`config.mk`:
```
export PLATFORM = sky130hd
export DESIGN_NAME = read_data_buffer
export DESIGN_NICKNAME = d
export VERILOG_FILES = /design/src/axi_sram_pkg.sv /design/src/read_data_buffer.sv
export VERILOG_INCLUDE_DIRS = /design/src
export SDC_FILE = /design/constraint.sdc
export NUM_CORES = 1
export LEC_CHECK = 0
export ABC_AREA = 0
export BUFFER_PORTS_ARGS = -buffer_cell sky130_fd_sc_hd__buf_2
export CAP_MARGIN = 10
export CORE_MARGIN = 4
export CORE_UTILIZATION = 43
export CTS_CLUSTER_SIZE = 30
export DETAILED_ROUTE_END_ITERATION = 6
export PLACE_DENSITY = 0.83
export SLEW_MARGIN = 20
export SYNTH_ARGS = -nofsm -noshare
export SYNTH_HDL_FRONTEND = slang
export SYNTH_SLANG_ARGS = --single-unit
```
`constraint.sdc`:
```
create_clock -name ACLK -period 1.5 [get_ports ACLK]
set_clock_uncertainty 0.05 [all_clocks]
set_input_delay 0.075 -clock ACLK [delete_from_list [all_inputs] [get_ports ACLK]]
set_output_delay 0.075 -clock ACLK [all_outputs]
set_load 0.005 [all_outputs]
```
`src/sram_params.svh`:
```
`ifndef SRAM_PARAMS_SVH
`define SRAM_PARAMS_SVH

`define AXI_ID_BITS     4
`define AXI_ADDR_BITS   32
`define AXI_DATA_BITS   32
`define AXI_STRB_BITS   4
`define AXI_LEN_BITS    4
`define AXI_SIZE_BITS   3

`define SRAM_ADDR_BITS  14              // 16K words
`define SRAM_RO_LIMIT   32'h0000_FFFF   // Top of the read-only alias
`define SRAM_RW_LIMIT   32'h0001_FFFF   // Top of the writable region

`define AXI_MAX_SIZE    3'd2            // 4 bytes per beat
`define BURST_FIXED     2'b00
`define BURST_INCR      2'b01
`define RESP_OKAY       2'b00
`define RESP_SLVERR     2'b10
`define RESP_DECERR     2'b11

`endif
```
`src/axi_sram_pkg.sv`:
```
`include "sram_params.svh"

package axi_sram_pkg;

    typedef logic [`AXI_ID_BITS-1:0]    axi_id_t;
    typedef logic [`AXI_ADDR_BITS-1:0]  axi_addr_t;    // Byte address
    typedef logic [`AXI_DATA_BITS-1:0]  axi_data_t;
    typedef logic [`AXI_STRB_BITS-1:0]  axi_strb_t;    // One bit per byte lane
    typedef logic [`AXI_LEN_BITS-1:0]   axi_len_t;     // Beats minus one
    typedef logic [`AXI_SIZE_BITS-1:0]  axi_size_t;    // Log2 of bytes per beat
    typedef logic [1:0]                 axi_burst_t;
    typedef logic [1:0]                 axi_resp_t;
    typedef logic [`SRAM_ADDR_BITS-1:0] sram_addr_t;   // Word index

    // One transaction at a time, write first
    typedef enum logic [2:0] {
        IDLE,
        W_DATA,
        B_RESP,
        R_ISSUE,
        R_WAIT
    } ctrl_state_t;

endpackage

```
`src/read_data_buffer.sv`:
```
`timescale 1ns/100ps

module read_data_buffer
    import axi_sram_pkg::*;
(
    input  logic      ACLK,
    input  logic      ARESETn,
    input  logic      capture,
    input  axi_data_t rdata,
    input  axi_resp_t resp,
    input  logic      last_beat,
    input  axi_id_t   txn_id,
    input  logic      RREADY,

    output logic      RVALID,
    output axi_data_t RDATA,
    output axi_resp_t RRESP,
    output logic      RLAST,
    output axi_id_t   RID
);

    always_ff @(posedge ACLK or negedge ARESETn) begin
        if (!ARESETn) begin
            RVALID <= 1'b0;
        end else if (capture) begin
            RVALID <= 1'b1;
        end else if (RVALID && RREADY) begin
            RVALID <= 1'b0;                          // Beat accepted
        end
    end

    // Held until the next capture, stable under back-pressure
    always_ff @(posedge ACLK) begin
        if (capture) begin
            RDATA <= rdata;
            RRESP <= resp;
            RLAST <= last_beat;
            RID   <= txn_id;
        end
    end

endmodule

```
==> out/summary.txt <==
SYNTHESIS
------------------------------------------------------------------------------
Number of storage elements in the synthesis netlist                         40
Number of unique standard cell types used by synthesis                       4
Sequential element share of the synthesized area                        99.07%
YS warnings                                                                  0
Avg Synthesized Cell Area                                          28.75 sq um
Net count of the mapped netlist                                             85
Post-synthesis instance area                                      0.001207 sq mm
Post-Synthesis Cells                                                        42

CLOCK TREE
------------------------------------------------------------------------------
Post-CTS Repair Setup Buffers                                                0
Number of clock sinks seen by CTS                                           40
Post-cts sizing count                                                        0
Clk_lat worst skew                                                      340 ps
CTS Buf Count                                                                5
TritonCTS clock tree                                                       yes
Worst-case clock buffer depth                                                2
Hold-fix buffers at CTS                                                     42
Clock root buffer                                                 sky130_fd_sc_hd__clkbuf_4
Clock-pin slew on the worst setup and hold paths                        120 ps
H-tree levels                                                                2

PWR
------------------------------------------------------------------------------
Static leakage                                                       0.9396 nW
Worst VDD drop                                                       0.9668 mV
Power density over the cells                                      996.6 mW/mm^2
Total Power                                                           2.133 mW

WORST SETUP PATH
------------------------------------------------------------------------------
Worst path required time                                               1370 ps
Family with the most delay on the worst path                        flip-flops
Number of buffers and inverters on the critical path                         1
Crit path capture type                                             output port
Crit path kind                                                         reg2out
Data arrival time of the critical path                                  910 ps
Capture point of the worst reg-to-reg path                              RVALID
Stages on the worst setup path                                               1
Worst-case register-to-register setup slack                             770 ps
Number of cell instances on the worst register-to-register path              1
Worst setup path end                                                 RDATA[30]
Start point of the critical path                                     RDATA[30]
Worst-path cell chain                                                    buf_2
Slowest CP cell                                                   sky130_fd_sc_hd__edfxtp_1
Highest cell delay on the worst timing path                             410 ps
Worst reg2reg startpoint                                                RVALID
Max Fanout on Critical Path                                                  1
Element type at the critical path start                              flip-flop

STA
------------------------------------------------------------------------------
Relative slew slack                                                     80.68%
Setup repair after global routing missed its margin                      false
Hold Violations, Final                                                       0
Timing-limited maximum frequency                                    0.9687 GHz
Setup_tns                                                                 0 ps
Minimum clock period                                                   1032 ps
Slew at the pin closest to its max-slew limit                         289.8 ps
Count of endpoints failing setup in the final report                         0
Number of slew-limit violations in the final report                          0
Hold WS                                                               179.6 ps
Crit share post-route                                                   68.82%

PLACEMENT
------------------------------------------------------------------------------
Placed cell count                                                          156
Number of port buffers                                                      82
GP Congestion                                                           0.6300

OUTCOME
------------------------------------------------------------------------------
Result of the run                                                 finished clean

FLOORPLANNING
------------------------------------------------------------------------------
DIE WIDTH                                                         60.99 microns
Initial Util                                                            47.03%
Top-Level Pins                                                              83
Count of standard-cell rows                                                 18
Core Region                                                       0.002567 sq mm
Die area                                                          0.003720 sq mm
Die Span Y                                                        60.99 microns

GRT
------------------------------------------------------------------------------
Via count of the first global-routing pass                               1,054
Total global routing track utilization                                  23.72%
Total grt overflow                                                           0
Maximum number of pins on one net before global-route repair                24
Global-route wire length before repair                                5.747 mm
Antenna violations before repair                                             0

DETAILED ROUTING
------------------------------------------------------------------------------
Number of remaining DRC errors                                               0
DR pass1 iterations                                                          4
Via density                                                              4.709
Routed length per instance                                        19.31 microns
Detail Route Antenna Nets                                                    0
Number of DRC markers in iteration 0                                        34
DRT Wirelength                                                        3.977 mm
Number of vias after detailed routing                                      970

CELLS AND AREA
------------------------------------------------------------------------------
Number of nets at the end of the flow                                      218
Sequential cell area                                              0.001196 sq mm
Commonest cells after routing, fill and taps aside                sky130_fd_sc_hd__buf_2, sky130_fd_sc_hd__dlygate4sd3_1, sky130_fd_sc_hd__edfxtp_1
Post-route insts no fill                                                   206
Most common cell after layout, fill and taps aside                sky130_fd_sc_hd__buf_2
Fill count                                                                 125
Multi-input combinational cell area                                7.507 sq um
Diodes inserted                                                              0
Share of post-route cells with drive strength above 1                   51.14%
Post-synthesis to final-layout area growth                              77.31%
Final core area utilization                                             83.38%

FLOW RUN
------------------------------------------------------------------------------
Max-cap viol count                                                           0

WORST HOLD PATH
------------------------------------------------------------------------------
Classification of the worst-slack hold path                             in2reg

## routing by layer
metal	routed length, microns	up-vias	track usage [%]	share of wire [%]
li1	-	433	-	-
met1	1279	453	24.89	32
met2	2091	74	40.15	53
met3	515	10	13.19	13
met4	91	0	8.359	2.3
met5	0	-	0	0
## cells in the mapped netlist
cell type / n / area [sq um]
sky130_fd_sc_hd__inv_1: 1 / 3.750
sky130_fd_sc_hd__a21o_1: 1 / 7.510
sky130_fd_sc_hd__dfrtp_1: 1 / 25.02
sky130_fd_sc_hd__edfxtp_1: 39 / 1171
## metrics by stage
stage / setup WS [ps] / instance area [sq um]
after floorplan: 798.8 / 1207
after global placement: 694.3 / 1670
after detailed placement: 667.2 / 1670
after CTS: 493.2 / 2141
after global routing: 418.2 / 2141
final: 467.7 / 2141
## cell families after synthesis
group	count (synthesis)	synth area share, %
AOI/OAI and AO/OA	1	0.6220
buffers and inverters	1	0.3106
DFF	40	99.07
## layout make-up
class | count | share of cell area [%]
sequential | 40 | 55.87
multi-input combinational | 1 | 0.3507
timing repair buffer | 126 | 39.51
tap | 30 | 1.753
clock buffer | 7 | 2.104
clock inverter | 1 | 0.2338
inverter | 1 | 0.1753
## registers in the layout (all words and copies together), names as in the netlist
register / flops
RLAST: 1
RID: 4
RDATA: 32
RVALID: 1
RRESP: 2
## where the power goes
part	total, mW	leakage, nW	internal, mW	switching (mW)
logic	0.277	0.518	0.168	0.109
registers	1.35	0.392	1.32	0.0270
clock network	0.507	0.0293	0.183	0.325
total	2.13	0.940	1.67	0.461
## how the worst min path moves through the flow
stage | startpoint | to | slack (ps) | cells past startpoint
after global placement | ARESETn | RVALID | -200 | 1
after CTS | capture | RVALID | 140 | 3
after global routing | capture | RDATA[20] | 170 | 2
final | capture | RDATA[20] | 180 | 2
after floorplan | ARESETn | RVALID | -270 | 0
after detailed placement | ARESETn | RVALID | -200 | 1
Power figures use the tool's default switching activity.
