File: src/sram_params.svh
`ifndef SRAM_PARAMS_SVH
`define SRAM_PARAMS_SVH

`define AXI_ID_BITS     4
`define AXI_ADDR_BITS   32
`define AXI_DATA_BITS   32
`define AXI_STRB_BITS   4
`define AXI_LEN_BITS    4
`define AXI_SIZE_BITS   3

`define SRAM_ADDR_BITS  14              // 16K words
`define SRAM_RO_LIMIT   32'h0000_FFFF   // Top of the read-only alias
`define SRAM_RW_LIMIT   32'h0001_FFFF   // Top of the writable region

`define AXI_MAX_SIZE    3'd2            // 4 bytes per beat
`define BURST_FIXED     2'b00
`define BURST_INCR      2'b01
`define RESP_OKAY       2'b00
`define RESP_SLVERR     2'b10
`define RESP_DECERR     2'b11

`endif
File: src/axi_sram_pkg.sv
`include "sram_params.svh"

package axi_sram_pkg;

    typedef logic [`AXI_ID_BITS-1:0]    axi_id_t;
    typedef logic [`AXI_ADDR_BITS-1:0]  axi_addr_t;    // Byte address
    typedef logic [`AXI_DATA_BITS-1:0]  axi_data_t;
    typedef logic [`AXI_STRB_BITS-1:0]  axi_strb_t;    // One bit per byte lane
    typedef logic [`AXI_LEN_BITS-1:0]   axi_len_t;     // Beats minus one
    typedef logic [`AXI_SIZE_BITS-1:0]  axi_size_t;    // Log2 of bytes per beat
    typedef logic [1:0]                 axi_burst_t;
    typedef logic [1:0]                 axi_resp_t;
    typedef logic [`SRAM_ADDR_BITS-1:0] sram_addr_t;   // Word index

    // One transaction at a time, write first
    typedef enum logic [2:0] {
        IDLE,
        W_DATA,
        B_RESP,
        R_ISSUE,
        R_WAIT
    } ctrl_state_t;

endpackage

File: src/burst_tracker.sv
`timescale 1ns/100ps

`include "sram_params.svh"

module burst_tracker
    import axi_sram_pkg::*;
(
    input  logic       ACLK,
    input  logic       ARESETn,
    input  logic       load,
    input  logic       is_write,
    input  logic       advance,

    input  axi_id_t    AWID,
    input  axi_addr_t  AWADDR,
    input  axi_len_t   AWLEN,
    input  axi_size_t  AWSIZE,
    input  axi_burst_t AWBURST,
    input  axi_id_t    ARID,
    input  axi_addr_t  ARADDR,
    input  axi_len_t   ARLEN,
    input  axi_size_t  ARSIZE,
    input  axi_burst_t ARBURST,

    output sram_addr_t sram_addr,
    output logic       last_beat,
    output axi_resp_t  resp,
    output axi_id_t    txn_id
);

    axi_addr_t  sel_addr;
    axi_size_t  sel_size;
    axi_resp_t  sel_resp;
    axi_addr_t  addr;
    axi_len_t   len;
    axi_len_t   beat;
    axi_size_t  size;
    axi_burst_t burst;

    assign sel_addr = is_write ? AWADDR : ARADDR;
    assign sel_size = is_write ? AWSIZE : ARSIZE;

    always_comb begin
        if (sel_size > `AXI_MAX_SIZE) begin
            sel_resp = `RESP_SLVERR;
        end else if (is_write && sel_addr <= `SRAM_RO_LIMIT) begin
            sel_resp = `RESP_SLVERR;                 // Read-only alias
        end else if (sel_addr > `SRAM_RW_LIMIT) begin
            sel_resp = `RESP_DECERR;
        end else begin
            sel_resp = `RESP_OKAY;
        end
    end

    always_ff @(posedge ACLK or negedge ARESETn) begin
        if (!ARESETn) begin
            len   <= '0;
            beat  <= '0;
            size  <= '0;
            burst <= `BURST_FIXED;
            resp  <= `RESP_OKAY;
        end else if (load) begin
            len   <= is_write ? AWLEN : ARLEN;
            beat  <= '0;
            size  <= sel_size;
            burst <= is_write ? AWBURST : ARBURST;
            resp  <= sel_resp;
        end else if (advance) begin
            beat  <= beat + 1'b1;
        end
    end

    always_ff @(posedge ACLK) begin
        if (load) begin
            addr   <= sel_addr;
            txn_id <= is_write ? AWID : ARID;
        end else if (advance && burst == `BURST_INCR) begin
            addr   <= addr + (axi_addr_t'(1) << size);
        end
    end

    // Both regions map onto the same words
    assign sram_addr = addr[`SRAM_ADDR_BITS+1:2];
    assign last_beat = (beat == len);

endmodule

File: config.mk
export PLATFORM = sky130hd
export DESIGN_NAME = burst_tracker
export DESIGN_NICKNAME = d
export VERILOG_FILES = /design/src/axi_sram_pkg.sv /design/src/burst_tracker.sv
export VERILOG_INCLUDE_DIRS = /design/src
export SDC_FILE = /design/constraint.sdc
export NUM_CORES = 1
export LEC_CHECK = 0
export BUFFER_PORTS_ARGS = -buffer_cell sky130_fd_sc_hd__buf_2
export CAP_MARGIN = 10
export CORE_MARGIN = 10
export CORE_UTILIZATION = 43
export CTS_CLUSTER_SIZE = 30
export DETAILED_ROUTE_END_ITERATION = 8
export HOLD_SLACK_MARGIN = 0.06
export PLACE_DENSITY = 0.82
export SLEW_MARGIN = 10
export SYNTH_ARGS = -nofsm -noshare
export SYNTH_HDL_FRONTEND = slang
export SYNTH_SLANG_ARGS = --single-unit
export TNS_END_PERCENT = 50
File: constraint.sdc
create_clock -name ACLK -period 2.6 [get_ports ACLK]
set_input_delay 0.39 -clock ACLK [delete_from_list [all_inputs] [get_ports ACLK]]
set_output_delay 0.39 -clock ACLK [all_outputs]
set_load 0.02 [all_outputs]
==> flow_summary.toml <==
[routing]
wl_per_cell_um = 15.9
vias_per_cell = 5.45
firstDrtPassIters = 6
vias = 2448
drc = 0
postRouteAntennaNets = 0
drt_iter0_drc = 136
routed_wl_um = 7130

[timing]
setup_tns_ps = 0
finalCritPeriodShare_pct = 93.1
worst_slack_ps = 180
hold_viol_final = 0
tightest_slew_ps = 758
rsz0062_at_grt = "no"
drv_slew = 0
min_period_ps = 2420
relSlewSlack_pct = 49.3
holdWs_ps = 393
skew_ps = 6.22
fmax_mhz = 413
setup_viol = 0

[clock_tree]
cts_buffers = 5
clockRootBuffer = "clkbuf_8"
cts_tree = "yes"
clk_latency_ps = 290
clockBufferDepth = 2
cts.clk_slew.worst_paths_ps = 80
htreeDepth = 2
cts.sinks = 35

[power]
intPower_mw = 1.08
p_leak_nw = 1.52
p_per_area_mw_per_mm2 = 502
clkPwrFrac_pct = 24.5
pwr-share-seq_pct = 43.5
switchingPower_mw = 0.560
combPwrFrac_pct = 32.0
p_sw_share_pct = 34.1
total_power_mw = 1.64
irDropWorstVdd_uv = 237

[yosys]
seq_area_frac_synth_pct = 37.3
avgSynthCellArea_um2 = 9.61
ys_ff_latch = 35
syn_area_mm2 = 0.00262
yosysTopAreaCell = "edfxtp_1"
ys_warn_count = 0
synth_edf_count = 20
synth_top_area_share_pct = 23.0
synthesis.nets = 377
synth.distinct_cells = 55
synthTopCellsByArea = "edfxtp_1 (23%), dfrtp_1 (14%), mux2i_1 (8.8%), ha_1 (4.3%), buf_4 (4.0%)"
synth_ff_type = "edfxtp_1"
synth_async_sr_flop_share_pct = 42.9
syn_inst = 272

[global_routing]
grt_pass1_vias = 2540
grt_pass1_wl_um = 11800
grt_max_degree = 34
grt-ovfl-total = 0
grt_usage_pct = 14.4
antenna_found_initial = 0

[final_layout]
area_growth_pct = 24.8
stdcell_count = 449
fin_nets = 478
nFillCells = 528
antenna_cells = 0
drive_above_1_share_pct = 38.2
layout.area.seq_um2 = 977
multiInputGateArea_mm2 = 0.00146

[die]
start_util_pct = 44.2
coreArea_mm2 = 0.00592
core.rowCount = 28
die_area_mm2 = 0.00960
pin_count = 116
fp.dieW_um = 98.0
die_y_um = 98.0

[worst_setup_path]
arrival_ps = 2480
crit_fanout = 9
critPathLaunchType = "flip-flop"
criticalPathCategory = "reg2reg"
worstSetupEndpointType = "flip-flop"
crit_required_ps = 2650

[placement]
portBuffers = 114
pre_cts_ws_ps = 90.0
gp_congestion = 0.838
placed_cells = 440
place_hpwl_um = 5800

[run_status]
status = "completed"

[job]
maxCapViolations = 0

[hold_path]
hp-class = "in2reg"
## power groups by stage
| stage | registers [mW] | clock network (mW) | logic (mW) |
|---|---|---|---|
| finish | 0.713 | 0.402 | 0.525 |
| global route | 0.721 | 0.437 | 0.584 |
| CTS | 0.713 | 0.412 | 0.529 |
| detailed placement | 0.724 | 0 | 0.525 |
| global placement | 0.720 | 0 | 0.507 |
| floorplan | 0.717 | 0 | 0.379 |
## cell usage in the layout (no fill, tap or decap), drive strengths merged, types with 3 or more instances in the layout
cell type and n:
a311oi 3, dfrtp 15, nor4 14, and3 3, and4 3, nand4 6, nor2 23, a31oi 5
a21o 3, nand2b 3, xor2 7, o21ai 10, o211ai 6, and2 3, ha 9, a21oi 17
clkbuf 5, xnor2 3, mux2 5, nand3 5, edfxtp 20, nor3 5, nand2 18, nor3b 3
inv 7, buf 120, mux2i 23, o31a 4
## per-layer routing
| layer | part of all wire (%) | vias up | track usage [%] |
|---|---|---|---|
| li1 | - | 1224 | - |
| met4 | 0.67 | 0 | 3.02 |
| met1 | 43 | 1129 | 17.1 |
| met2 | 50 | 88 | 24.8 |
| met3 | 6.9 | 7 | 4.51 |
| met5 | 0 | - | 0 |
## timing repair
action | CTS | global route
gates resized for setup | 0 | 1
setup buffers | 0 | 0
setup endpoints to repair | 0 | 4
endpoints found under the hold margin | 15 | 0
hold buffers | 1 | 0
## worst max-delay path, stage by stage, from the launching register on
cell	delay (ps)
dfrtp_2	430
nor3_1	70
ha_1	250
fa_1	460
a211oi_2	290
o211ai_2	210
and4_1	240
o31a_1	230
## worst paths after layout
path / from / to / slack, ps / depth (start not counted)
min reg2reg: resp[0] / resp[0] / 510 / 1
min: ARBURST[1] / burst[1] / 390 / 3
max reg2reg: size[0] / addr[14] / 180 / 7
max: size[0] / addr[14] / 180 / 7
max in group asynchronous: ARESETn / size[0] / 1800 / 2
min in group asynchronous: ARESETn / len[2] / 520 / 2
## sequential cells by signal, summed over array words and instances, names as in the netlist
signal / count
len: 4
resp: 2
burst: 2
txn_id: 4
addr: 16
beat: 4
size: 3
## metrics by stage
stage	instance area, µm²	util (%)
after floorplan	2620	-
after global placement	3170	53.5
after detailed placement	3170	53.5
after CTS	3260	55.1
after global routing	3260	55.1
final	3260	55.1
## final cells by class
type | count | area share, %
clock buffers | 5 | 2.11
flip-flops and latches | 35 | 29.9
well taps | 75 | 2.88
repair buffers | 121 | 19.2
multi-input cells | 204 | 44.7
clock inverters | 3 | 0.537
inverters | 6 | 0.690
## cells in the mapped netlist, drive strengths merged (2+ instances only)
library cell / n
ha: 9
a211o: 2
a211oi: 2
o211ai: 6
xnor2: 3
a21oi: 17
a21o: 3
nand4: 6
o21a: 2
or3: 2
mux2i: 23
o31ai: 2
and2: 3
dfrtp: 15
xor2: 7
clkbuf: 7
a311oi: 3
nor2: 23
and4: 3
inv: 5
a31oi: 5
nand2b: 3
nor3b: 3
mux2: 5
o22ai: 2
nand3b: 2
nor3: 5
edfxtp: 20
o21ai: 10
nand2: 18
nor4: 14
o31a: 4
nand3: 5
and3: 3
buf: 20
## cells by family after synthesis
logic type	after synthesis	share of synthesized area, %
mux	28	11.0
fa+ha+maj	10	5.07
xor+xnor	10	3.35
buf+inv	33	6.94
compound gates	63	17.2
simple gates	93	19.2
flops	35	37.3
No activity file was read; power rests on OpenSTA's default activity.
