`src/sram_params.svh`:
```
`ifndef SRAM_PARAMS_SVH
`define SRAM_PARAMS_SVH

`define AXI_ID_BITS     4
`define AXI_ADDR_BITS   32
`define AXI_DATA_BITS   32
`define AXI_STRB_BITS   4
`define AXI_LEN_BITS    4
`define AXI_SIZE_BITS   3

`define SRAM_ADDR_BITS  14              // 16K words
`define SRAM_RO_LIMIT   32'h0000_FFFF   // Top of the read-only alias
`define SRAM_RW_LIMIT   32'h0001_FFFF   // Top of the writable region

`define AXI_MAX_SIZE    3'd2            // 4 bytes per beat
`define BURST_FIXED     2'b00
`define BURST_INCR      2'b01
`define RESP_OKAY       2'b00
`define RESP_SLVERR     2'b10
`define RESP_DECERR     2'b11

`endif
```
`src/axi_sram_pkg.sv`:
```
`include "sram_params.svh"

package axi_sram_pkg;

    typedef logic [`AXI_ID_BITS-1:0]    axi_id_t;
    typedef logic [`AXI_ADDR_BITS-1:0]  axi_addr_t;    // Byte address
    typedef logic [`AXI_DATA_BITS-1:0]  axi_data_t;
    typedef logic [`AXI_STRB_BITS-1:0]  axi_strb_t;    // One bit per byte lane
    typedef logic [`AXI_LEN_BITS-1:0]   axi_len_t;     // Beats minus one
    typedef logic [`AXI_SIZE_BITS-1:0]  axi_size_t;    // Log2 of bytes per beat
    typedef logic [1:0]                 axi_burst_t;
    typedef logic [1:0]                 axi_resp_t;
    typedef logic [`SRAM_ADDR_BITS-1:0] sram_addr_t;   // Word index

    // One transaction at a time, write first
    typedef enum logic [2:0] {
        IDLE,
        W_DATA,
        B_RESP,
        R_ISSUE,
        R_WAIT
    } ctrl_state_t;

endpackage

```
`src/sram_ctrl.sv`:
```
`timescale 1ns/100ps

`include "sram_params.svh"

module sram_ctrl
    import axi_sram_pkg::*;
(
    input  logic      ACLK,
    input  logic      ARESETn,

    input  logic      AWVALID,
    input  logic      ARVALID,
    input  logic      WVALID,
    input  axi_strb_t WSTRB,
    input  logic      BREADY,
    input  logic      RVALID,
    input  logic      RREADY,

    input  axi_resp_t resp,
    input  logic      last_beat,
    input  axi_id_t   txn_id,

    output logic      AWREADY,
    output logic      ARREADY,
    output logic      WREADY,
    output logic      BVALID,
    output axi_id_t   BID,
    output axi_resp_t BRESP,

    output logic      load,
    output logic      is_write,
    output logic      advance,
    output logic      mem_read,
    output axi_strb_t mem_write,
    output logic      capture
);

    ctrl_state_t state;
    ctrl_state_t state_nxt;

    logic aw_hs;
    logic ar_hs;
    logic w_hs;
    logic b_hs;
    logic r_hs;
    logic resp_ok;

    // Handshake ready signals follow the state directly
    assign AWREADY = (state == IDLE);
    assign ARREADY = (state == IDLE) && !AWVALID;   // Write wins a tie
    assign WREADY  = (state == W_DATA);
    assign BVALID  = (state == B_RESP);

    assign aw_hs = AWVALID && AWREADY;
    assign ar_hs = ARVALID && ARREADY;
    assign w_hs  = WVALID && WREADY;
    assign b_hs  = BVALID && BREADY;
    assign r_hs  = RVALID && RREADY && (state == R_WAIT);

    assign resp_ok = (resp == `RESP_OKAY);

    assign load     = aw_hs || ar_hs;
    assign is_write = aw_hs;
    assign advance  = w_hs || r_hs;

    // Errored transactions never touch the array
    assign mem_write = (w_hs && resp_ok) ? WSTRB : '0;
    assign mem_read  = (state == R_ISSUE) && resp_ok;

    always_ff @(posedge ACLK or negedge ARESETn) begin
        if (!ARESETn) begin
            state <= IDLE;
        end else begin
            state <= state_nxt;
        end
    end

    always_comb begin
        state_nxt = state;
        case (state)
            IDLE: begin
                if (aw_hs) begin
                    state_nxt = W_DATA;
                end else if (ar_hs) begin
                    state_nxt = R_ISSUE;
                end
            end
            W_DATA: begin
                if (w_hs && last_beat) begin
                    state_nxt = B_RESP;
                end
            end
            B_RESP: begin
                if (b_hs) begin
                    state_nxt = IDLE;
                end
            end
            R_ISSUE: begin
                state_nxt = R_WAIT;                  // Array data lands next cycle
            end
            R_WAIT: begin
                if (r_hs) begin
                    state_nxt = last_beat ? IDLE : R_ISSUE;
                end
            end
            default: begin
                state_nxt = IDLE;
            end
        endcase
    end

    // Buffer load strobe, one cycle behind the array read
    always_ff @(posedge ACLK or negedge ARESETn) begin
        if (!ARESETn) begin
            capture <= 1'b0;
        end else begin
            capture <= (state == R_ISSUE);
        end
    end

    // B payload frozen at the last W beat
    always_ff @(posedge ACLK) begin
        if (w_hs && last_beat) begin
            BID   <= txn_id;
            BRESP <= resp;
        end
    end

endmodule

```
`config.mk`:
```
export PLATFORM = sky130hd
export DESIGN_NAME = sram_ctrl
export DESIGN_NICKNAME = d
export VERILOG_FILES = /design/src/axi_sram_pkg.sv /design/src/sram_ctrl.sv
export VERILOG_INCLUDE_DIRS = /design/src
export SDC_FILE = /design/constraint.sdc
export NUM_CORES = 1
export LEC_CHECK = 0
export ABC_CLOCK_PERIOD_IN_PS = 1800
export BUFFER_PORTS_ARGS = -buffer_cell sky130_fd_sc_hd__buf_4
export CAP_MARGIN = 0
export CORE_MARGIN = 4
export CORE_UTILIZATION = 39
export CTS_CLUSTER_SIZE = 8
export DETAILED_ROUTE_END_ITERATION = 16
export GPL_TIMING_DRIVEN = 0
export PLACE_DENSITY = 0.78
export SLEW_MARGIN = 30
export SYNTH_ARGS = -nofsm -noshare
export SYNTH_HDL_FRONTEND = slang
export SYNTH_SLANG_ARGS = --single-unit
export TNS_END_PERCENT = 10
```
`constraint.sdc`:
```
create_clock -name ACLK -period 1.8 [get_ports ACLK]
set_input_delay 0.09 -clock ACLK [delete_from_list [all_inputs] [get_ports ACLK]]
set_output_delay 0.09 -clock ACLK [all_outputs]
set_load 0.01 [all_outputs]
```
==> results of run 1 <==
## cells in the mapped netlist (all sizes together) (2+ instances only)
cell / n
and2: 5
buf: 3
dfrtp: 4
edfxtp: 6
inv: 2
nand2: 5
nor2: 3
nor2b: 3
nor3: 3
nor3b: 2
## worst max path at each step
stage                         start                  to  slack [ns]  cells after the start
6_report       state[2]$_DFFE_PN0P_            mem_read        0.27                      5
5_1_grt        state[0]$_DFFE_PN0P_            mem_read        0.14                      5
4_1_cts        state[2]$_DFFE_PN0P_    BID[1]$_DFFE_PP_        0.06                      3
3_5_place_dp   state[2]$_DFFE_PN0P_    BID[2]$_DFFE_PP_        0.08                      3
3_3_place_gp   state[2]$_DFFE_PN0P_  BRESP[0]$_DFFE_PP_        0.15                      3
2_1_floorplan  state[2]$_DFFE_PN0P_    BID[0]$_DFFE_PP_        0.29                      3
## placed cells by master, fill, tap and decap left out, drive strengths merged, types with 2 or more instances in the layout
master | Yosys | layout
buf | 3 | 40
edfxtp | 6 | 6
nand2 | 5 | 5
and2 | 5 | 5
dlygate4sd3 | 0 | 5
dfrtp | 4 | 4
nor2 | 3 | 3
clkbuf | 0 | 3
nor2b | 3 | 3
nor3 | 3 | 3
inv | 2 | 2
nor3b | 2 | 2
## where the power goes
group	total (mW)	internal [mW]	switching [mW]
clock	0.151	0.0799	0.0710
sequential	0.319	0.300	0.0188
combinational	0.670	0.355	0.314
total	1.14	0.736	0.404
## cell families after synthesis
kind of cell / count (synthesis) / share of synthesized area [%]
flops: 10 / 51.0
mux: 1 / 2.73
simple gates: 25 / 28.2
buf+inv: 5 / 7.52
compound gates: 8 / 10.5
## area by class of cell
| type | instances | area, um2 | area share (%) |
|---|---|---|---|
| clock buffers | 3 | 22.5 | 2.43 |
| multi-input cells | 34 | 233 | 25.1 |
| plain buffers | 3 | 33.8 | 3.64 |
| well taps | 15 | 18.8 | 2.02 |
| repair buffers | 42 | 328 | 35.4 |
| inverters | 2 | 7.51 | 0.810 |
| flip-flops and latches | 10 | 280 | 30.2 |
| clock inverters | 1 | 3.75 | 0.405 |
## repair_timing
item / 4_1_cts / 5_1_grt
hold buffers: 1 / 4
endpoints found under the hold margin: 4 / 4
setup endpoints to repair: 0 / 6
resized for setup: 0 / 1
## per-stage QoR
step / worst slack [ns] / total power [mW] / util, %
after floorplan: 0.286 / 0.737 / -
after global placement: 0.145 / 0.971 / 64.2
after detailed placement: 0.0785 / 0.977 / 64.2
after CTS: 0.0641 / 1.14 / 67.0
after global routing: 0.135 / 1.23 / 70.4
final: 0.270 / 1.14 / 70.4
## state kept, by name, summed over array words and instances (netlist names)
name	flops
BRESP	2
BID	4
state	3
capture	1
## worst register-to-register path, stage by stage, from the launching register on
cell and delay (ns):
dfrtp_1 0.37, buf_6 0.14, nand2b_1 0.17, nor3_2 0.42
## routing by layer
| layer | up-vias | routed length [um] | GRT usage [%] |
|---|---|---|---|
| li1 | 265 | - | - |
| met1 | 223 | 542 | 17.6 |
| met2 | 31 | 702 | 22.8 |
| met3 | 2 | 143 | 4.35 |
| met4 | 0 | 14 | 5.26 |
| met5 | - | 0 | 0 |
==> results.cfg, run 1 <==
[critical_path]
slowest_delay_ns = 0.37
cp.required_ns = 1.71
critPathCaptureType = output pin
regToRegStartpoint = state[2]$_DFFE_PN0P_
crit_type = reg2out
cp.arrival_ns = 1.44
cp_max_fo = 10
r2r.worst_path.cells = 3
path_cells = buf_6 -> nor2b_1 -> nand2_1 -> nor3_1 -> buf_4
path_buf_inv = 2
crit_family = simple AND/OR/NAND/NOR gates
regToRegSetupSlack_ns = 0.34
cp-start-kind = register
cp_slowest_cell = dfrtp_1
r2r_end = BID[1]$_DFFE_PP_

[sta]
relSlewSlack_pct = 68.4
slew_viol_final = 0
period_minus_slack_ns = 1.53
hold_ws_ns = 0.0196
fmax_ghz = 0.654
tightest_slew_ns = 0.471
hold_viol_final = 0
clock_skew_ns = 0.00457
rsz0062_at_grt = false
fin_crit_sh_pct = 85.0
setup_tns_ns = 0
finalSetupViolations = 0

[clocking]
htreeDepth = 1
clockRootBuffer = clkbuf_4
cts_setup_buffers = 0
clk_pin_slew_ns = 0.06
clock-sinks = 10
cts_made_buffers = 3
clk_path_buf_depth = 2
worst_skew_pair.late_latency_ns = 0.26
cts_tree = yes

[grt]
gr-total-overflow = 0
track_usage_pct = 14.2
grt_pass1_vias = 495
antenna_found_initial = 0
grt_max_degree = 11
grt_pass1_wl_um = 2090

[yosys]
ys_warn_count = 0
synthTopCellsByArea = edfxtp_1 (33%), dfrtp_1 (18%), buf_6 (6.2%)
synthDistinctLibCells = 26
avgSynthCellArea_um2 = 11.2
netlist.area_leader.share_pct = 32.8
ys_ff_latch = 10
yosysSeqAreaShare_pct = 51.0
synth_edf_count = 6
synth_nets = 68
synth_top_area_cell = edfxtp_1
async_flop_share_pct = 40.0
synthFlopType = edfxtp_1
synthesis.instances = 49
netlist_area_um2 = 549

[final_layout]
area_growth_pct = 68.8
drive_gt1_share_pct = 50.5
n_antenna_cell = 0
fill_cells = 103
final_nets = 115
fin_area_um2 = 927
final_cells = 110

[min_path]
hold_start = resp[1]
hp-class = in2reg
hold_path_depth = 1
hold-path-endpoint = BRESP[1]$_DFFE_PP_

[floorplan]
core_mm2 = 0.00132
die_area_mm2 = 0.00207
num_io_pins = 38
die_height_um = 45.5
num_rows = 13
start_util_pct = 41.7
fp.dieW_um = 45.5

[route]
vias = 521
routed_via_density = 4.74
dr.pass1.iters = 4
ant_nets = 0
drtIter0Drc = 1
drt_wl_total_um = 1400
wl_per_cell_um = 12.8
drcViolationCount = 0

[placed_design]
place_congestion = 0.732
io_buffer_count = 37
placed_area_um2 = 846
place_inst = 101

[power]
p_leak_nw = 0.447
power_density_mw_per_mm2 = 1230
ir_drop_mv = 0.852

[status]
outcome = finished, final reports clean

[job]
max_cap_violations = 0
No activity file was read; power rests on OpenSTA's default activity.
==> run 2, diff against run 1 <==
ABC_AREA = 1   (was not set)
ABC_CLOCK_PERIOD_IN_PS = 1580   (was 1800)
PLACE_DENSITY = 0.79   (was 0.78)
clock period = 1.58 ns   (was 1.8 ns; I/O delays follow)
==> run 2 against run 1 <==
Net effect:
- sequential power increased by 39%
- hold slack got worse by 0.0047 ns
- routed wire length increased by 1.5%
- synthesized cell count increased by 37%
- register-to-register slack got worse by 0.22 ns
- flip-flop and latch count unchanged
- clock-buffer cell count increased by 1
- critical path depth unchanged
- combinational power increased by 3.3%
- total power increased by 15%
- first-iteration DRC count increased to 7.0 times the previous value
- design area increased by 1.2%
- critical path type is now reg2reg
- highest routed layer unchanged
==> results.cfg, run 2 <==
[final_layout]
largest_reg_flops = 4
seq_area_um2 = 284
regMostFlops = BID
fin_area_um2 = 938
area_growth_pct = 72.4
fill_cells = 108
n_antenna_cell = 0
drive_gt1_share_pct = 49.6
final_common_cell = buf_4
final_cell_mix = buf_4 (37), inv_1 (16), nor2_1 (10)
multi_input_area_um2 = 211
largestRegisters = BID (4), state (3), BRESP (2)
final_nets = 133

[sta]
fin_crit_sh_pct = 92.5
period_minus_slack_ns = 1.46
setup_slack_ns = 0.119
hold_viol_final = 0
setup_tns_ns = 0
tightest_slew_ns = 0.302
fmax_ghz = 0.685
slew_viol_final = 0
rsz0062_at_grt = false
relSlewSlack_pct = 79.8
finalSetupViolations = 0
clock_skew_ns = 0.00460

[min_path]
hp-class = in2reg
hold_path_depth = 1

[power]
comb_power_share_pct = 52.7
p_leak_nw = 0.495
power_density_mw_per_mm2 = 1400
p_int_uw = 767
switching_power_uw = 546
power_mw = 1.31
ir_drop_mv = 1.24
p_seq_share_pct = 33.8
power_frac_clock_pct = 13.6
swShare_pct = 41.6

[grt]
track_usage_pct = 14.9
grt_max_degree = 8
antenna_found_initial = 0
grt_pass1_wl_um = 2120
gr-total-overflow = 0
grt_pass1_vias = 560

[yosys]
synthDistinctLibCells = 15
synthTopCellsByArea = edfxtp_1 (33%), dfrtp_1 (18%), inv_1 (12%)
async_flop_share_pct = 40.0
synth_edf_count = 6
netlist.area_leader.share_pct = 33.1
avgSynthCellArea_um2 = 8.12
ys_ff_latch = 10
netlist_area_um2 = 544
ys_warn_count = 0
yosysMostFrequentCell = inv_1
synthFlopType = edfxtp_1
synth_top_area_cell = edfxtp_1
netlist_top_cells_count = inv_1 (17), nor2_1 (13), nand2_1 (8), edfxtp_1 (6), nand3_1 (5)
synth_nets = 86
synthesis.instances = 67
yosysSeqAreaShare_pct = 51.5

[critical_path]
critPathCaptureType = register
cp_max_fo = 7
r2r.worst_path.cells = 5
cp.required_ns = 1.52
crit_type = reg2reg
cp.arrival_ns = 1.40
cp-start-kind = register

[floorplan]
die_height_um = 45.4
die_area_mm2 = 0.00206
start_util_pct = 41.8
num_rows = 13
core_mm2 = 0.00130
fp.dieW_um = 45.4
num_io_pins = 38

[route]
ant_nets = 0
drt_wl_total_um = 1420
dr.pass1.iters = 4
drtIter0Drc = 7
drcViolationCount = 0
vias = 595
routed_via_density = 4.65
wl_per_cell_um = 11.1

[clocking]
cts_made_buffers = 3
clk_path_buf_depth = 2
clock-sinks = 10
htreeDepth = 1
clk_pin_slew_ns = 0.06
clockRootBuffer = clkbuf_4
worst_skew_pair.late_latency_ns = 0.26
cts_tree = yes

[placed_design]
place_congestion = 0.844
io_buffer_count = 37
dp_hpwl_um = 1120
placed_area_um2 = 841
place_ws_ns = -0.110

[job]
max_cap_violations = 0

[status]
outcome = finished, final reports clean
==> run 2: cell families (layout without fill, tap and decap cells) <==
kind of cell | Yosys count | after routing | synth area share, %
buf+inv | 18 | 64 | 12.4
simple gates | 33 | 33 | 29.2
flops | 10 | 10 | 51.5
compound gates | 6 | 6 | 6.90
==> run 2: metrics by stage <==
step	hold slack [ns]	util, %	instances
finish	0.0148	72.1	128
global route	0.00378	72.1	128
CTS	0.00119	70.9	128
detailed placement	-0.122	64.6	119
global placement	-0.124	64.6	119
floorplan	-0.217	-	67
==> run 2: layer usage <==
layer  part of all wire [%]  wire length [um]  global-route usage, %
met1                     40               575                   17.2
met5                      0                 0                      0
met2                     46               652                   23.2
met3                     11               151                   3.19
met4                    3.2                45                   12.3
==> run 2: power by group through the flow <==
| stage | combinational (mW) | clock, mW | sequential (mW) |
|---|---|---|---|
| 2_1_floorplan | 0.379 | 0 | 0.423 |
| 3_3_place_gp | 0.647 | 0 | 0.426 |
| 3_5_place_dp | 0.654 | 0 | 0.428 |
| 4_1_cts | 0.671 | 0.189 | 0.429 |
| 5_1_grt | 0.769 | 0.202 | 0.454 |
| 6_report | 0.692 | 0.178 | 0.443 |
==> run 2: area by class of cell <==
cell class              count  area share [%]
flip-flops and latches     10            30.3
multi-input cells          39            22.5
repair buffers             42            34.9
inverters                  18            7.47
clock buffers               4            2.80
well taps                  15            2.00
==> run 2: path summary, 6_finish.rpt <==
check | slack, ns | to | startpoint
worst max-delay path | 0.12 | BID[3]$_DFFE_PP_ | state[2]$_DFFE_PN0P_
worst min-delay path | 0.01 | BRESP[1]$_DFFE_PP_ | resp[1]
worst max register to register | 0.12 | BID[3]$_DFFE_PP_ | state[2]$_DFFE_PN0P_
worst min register to register | 0.59 | capture$_DFF_PN0_ | state[2]$_DFFE_PN0P_
max in group asynchronous | 1.31 | state[0]$_DFFE_PN0P_ | ARESETn
min in group asynchronous | 0.15 | state[2]$_DFFE_PN0P_ | ARESETn
==> run 2: what timing repair did <==
action                                  4_1_cts  5_1_grt
hold buffers                                  5        0
buffers inserted                              0        0
pin swaps                                     0        0
gates resized for setup                       3        7
hold endpoints to repair                      8        0
endpoints found under the setup margin       10       12
gates cloned                                  0        0
==> run 2: worst max-delay path, stage by stage, from the launching register on <==
cell and delay [ns]:
dfrtp_2 0.47, inv_4 0.10, nand3_2 0.11, nor2_2 0.13
inv_1 0.07, nor2_2 0.25
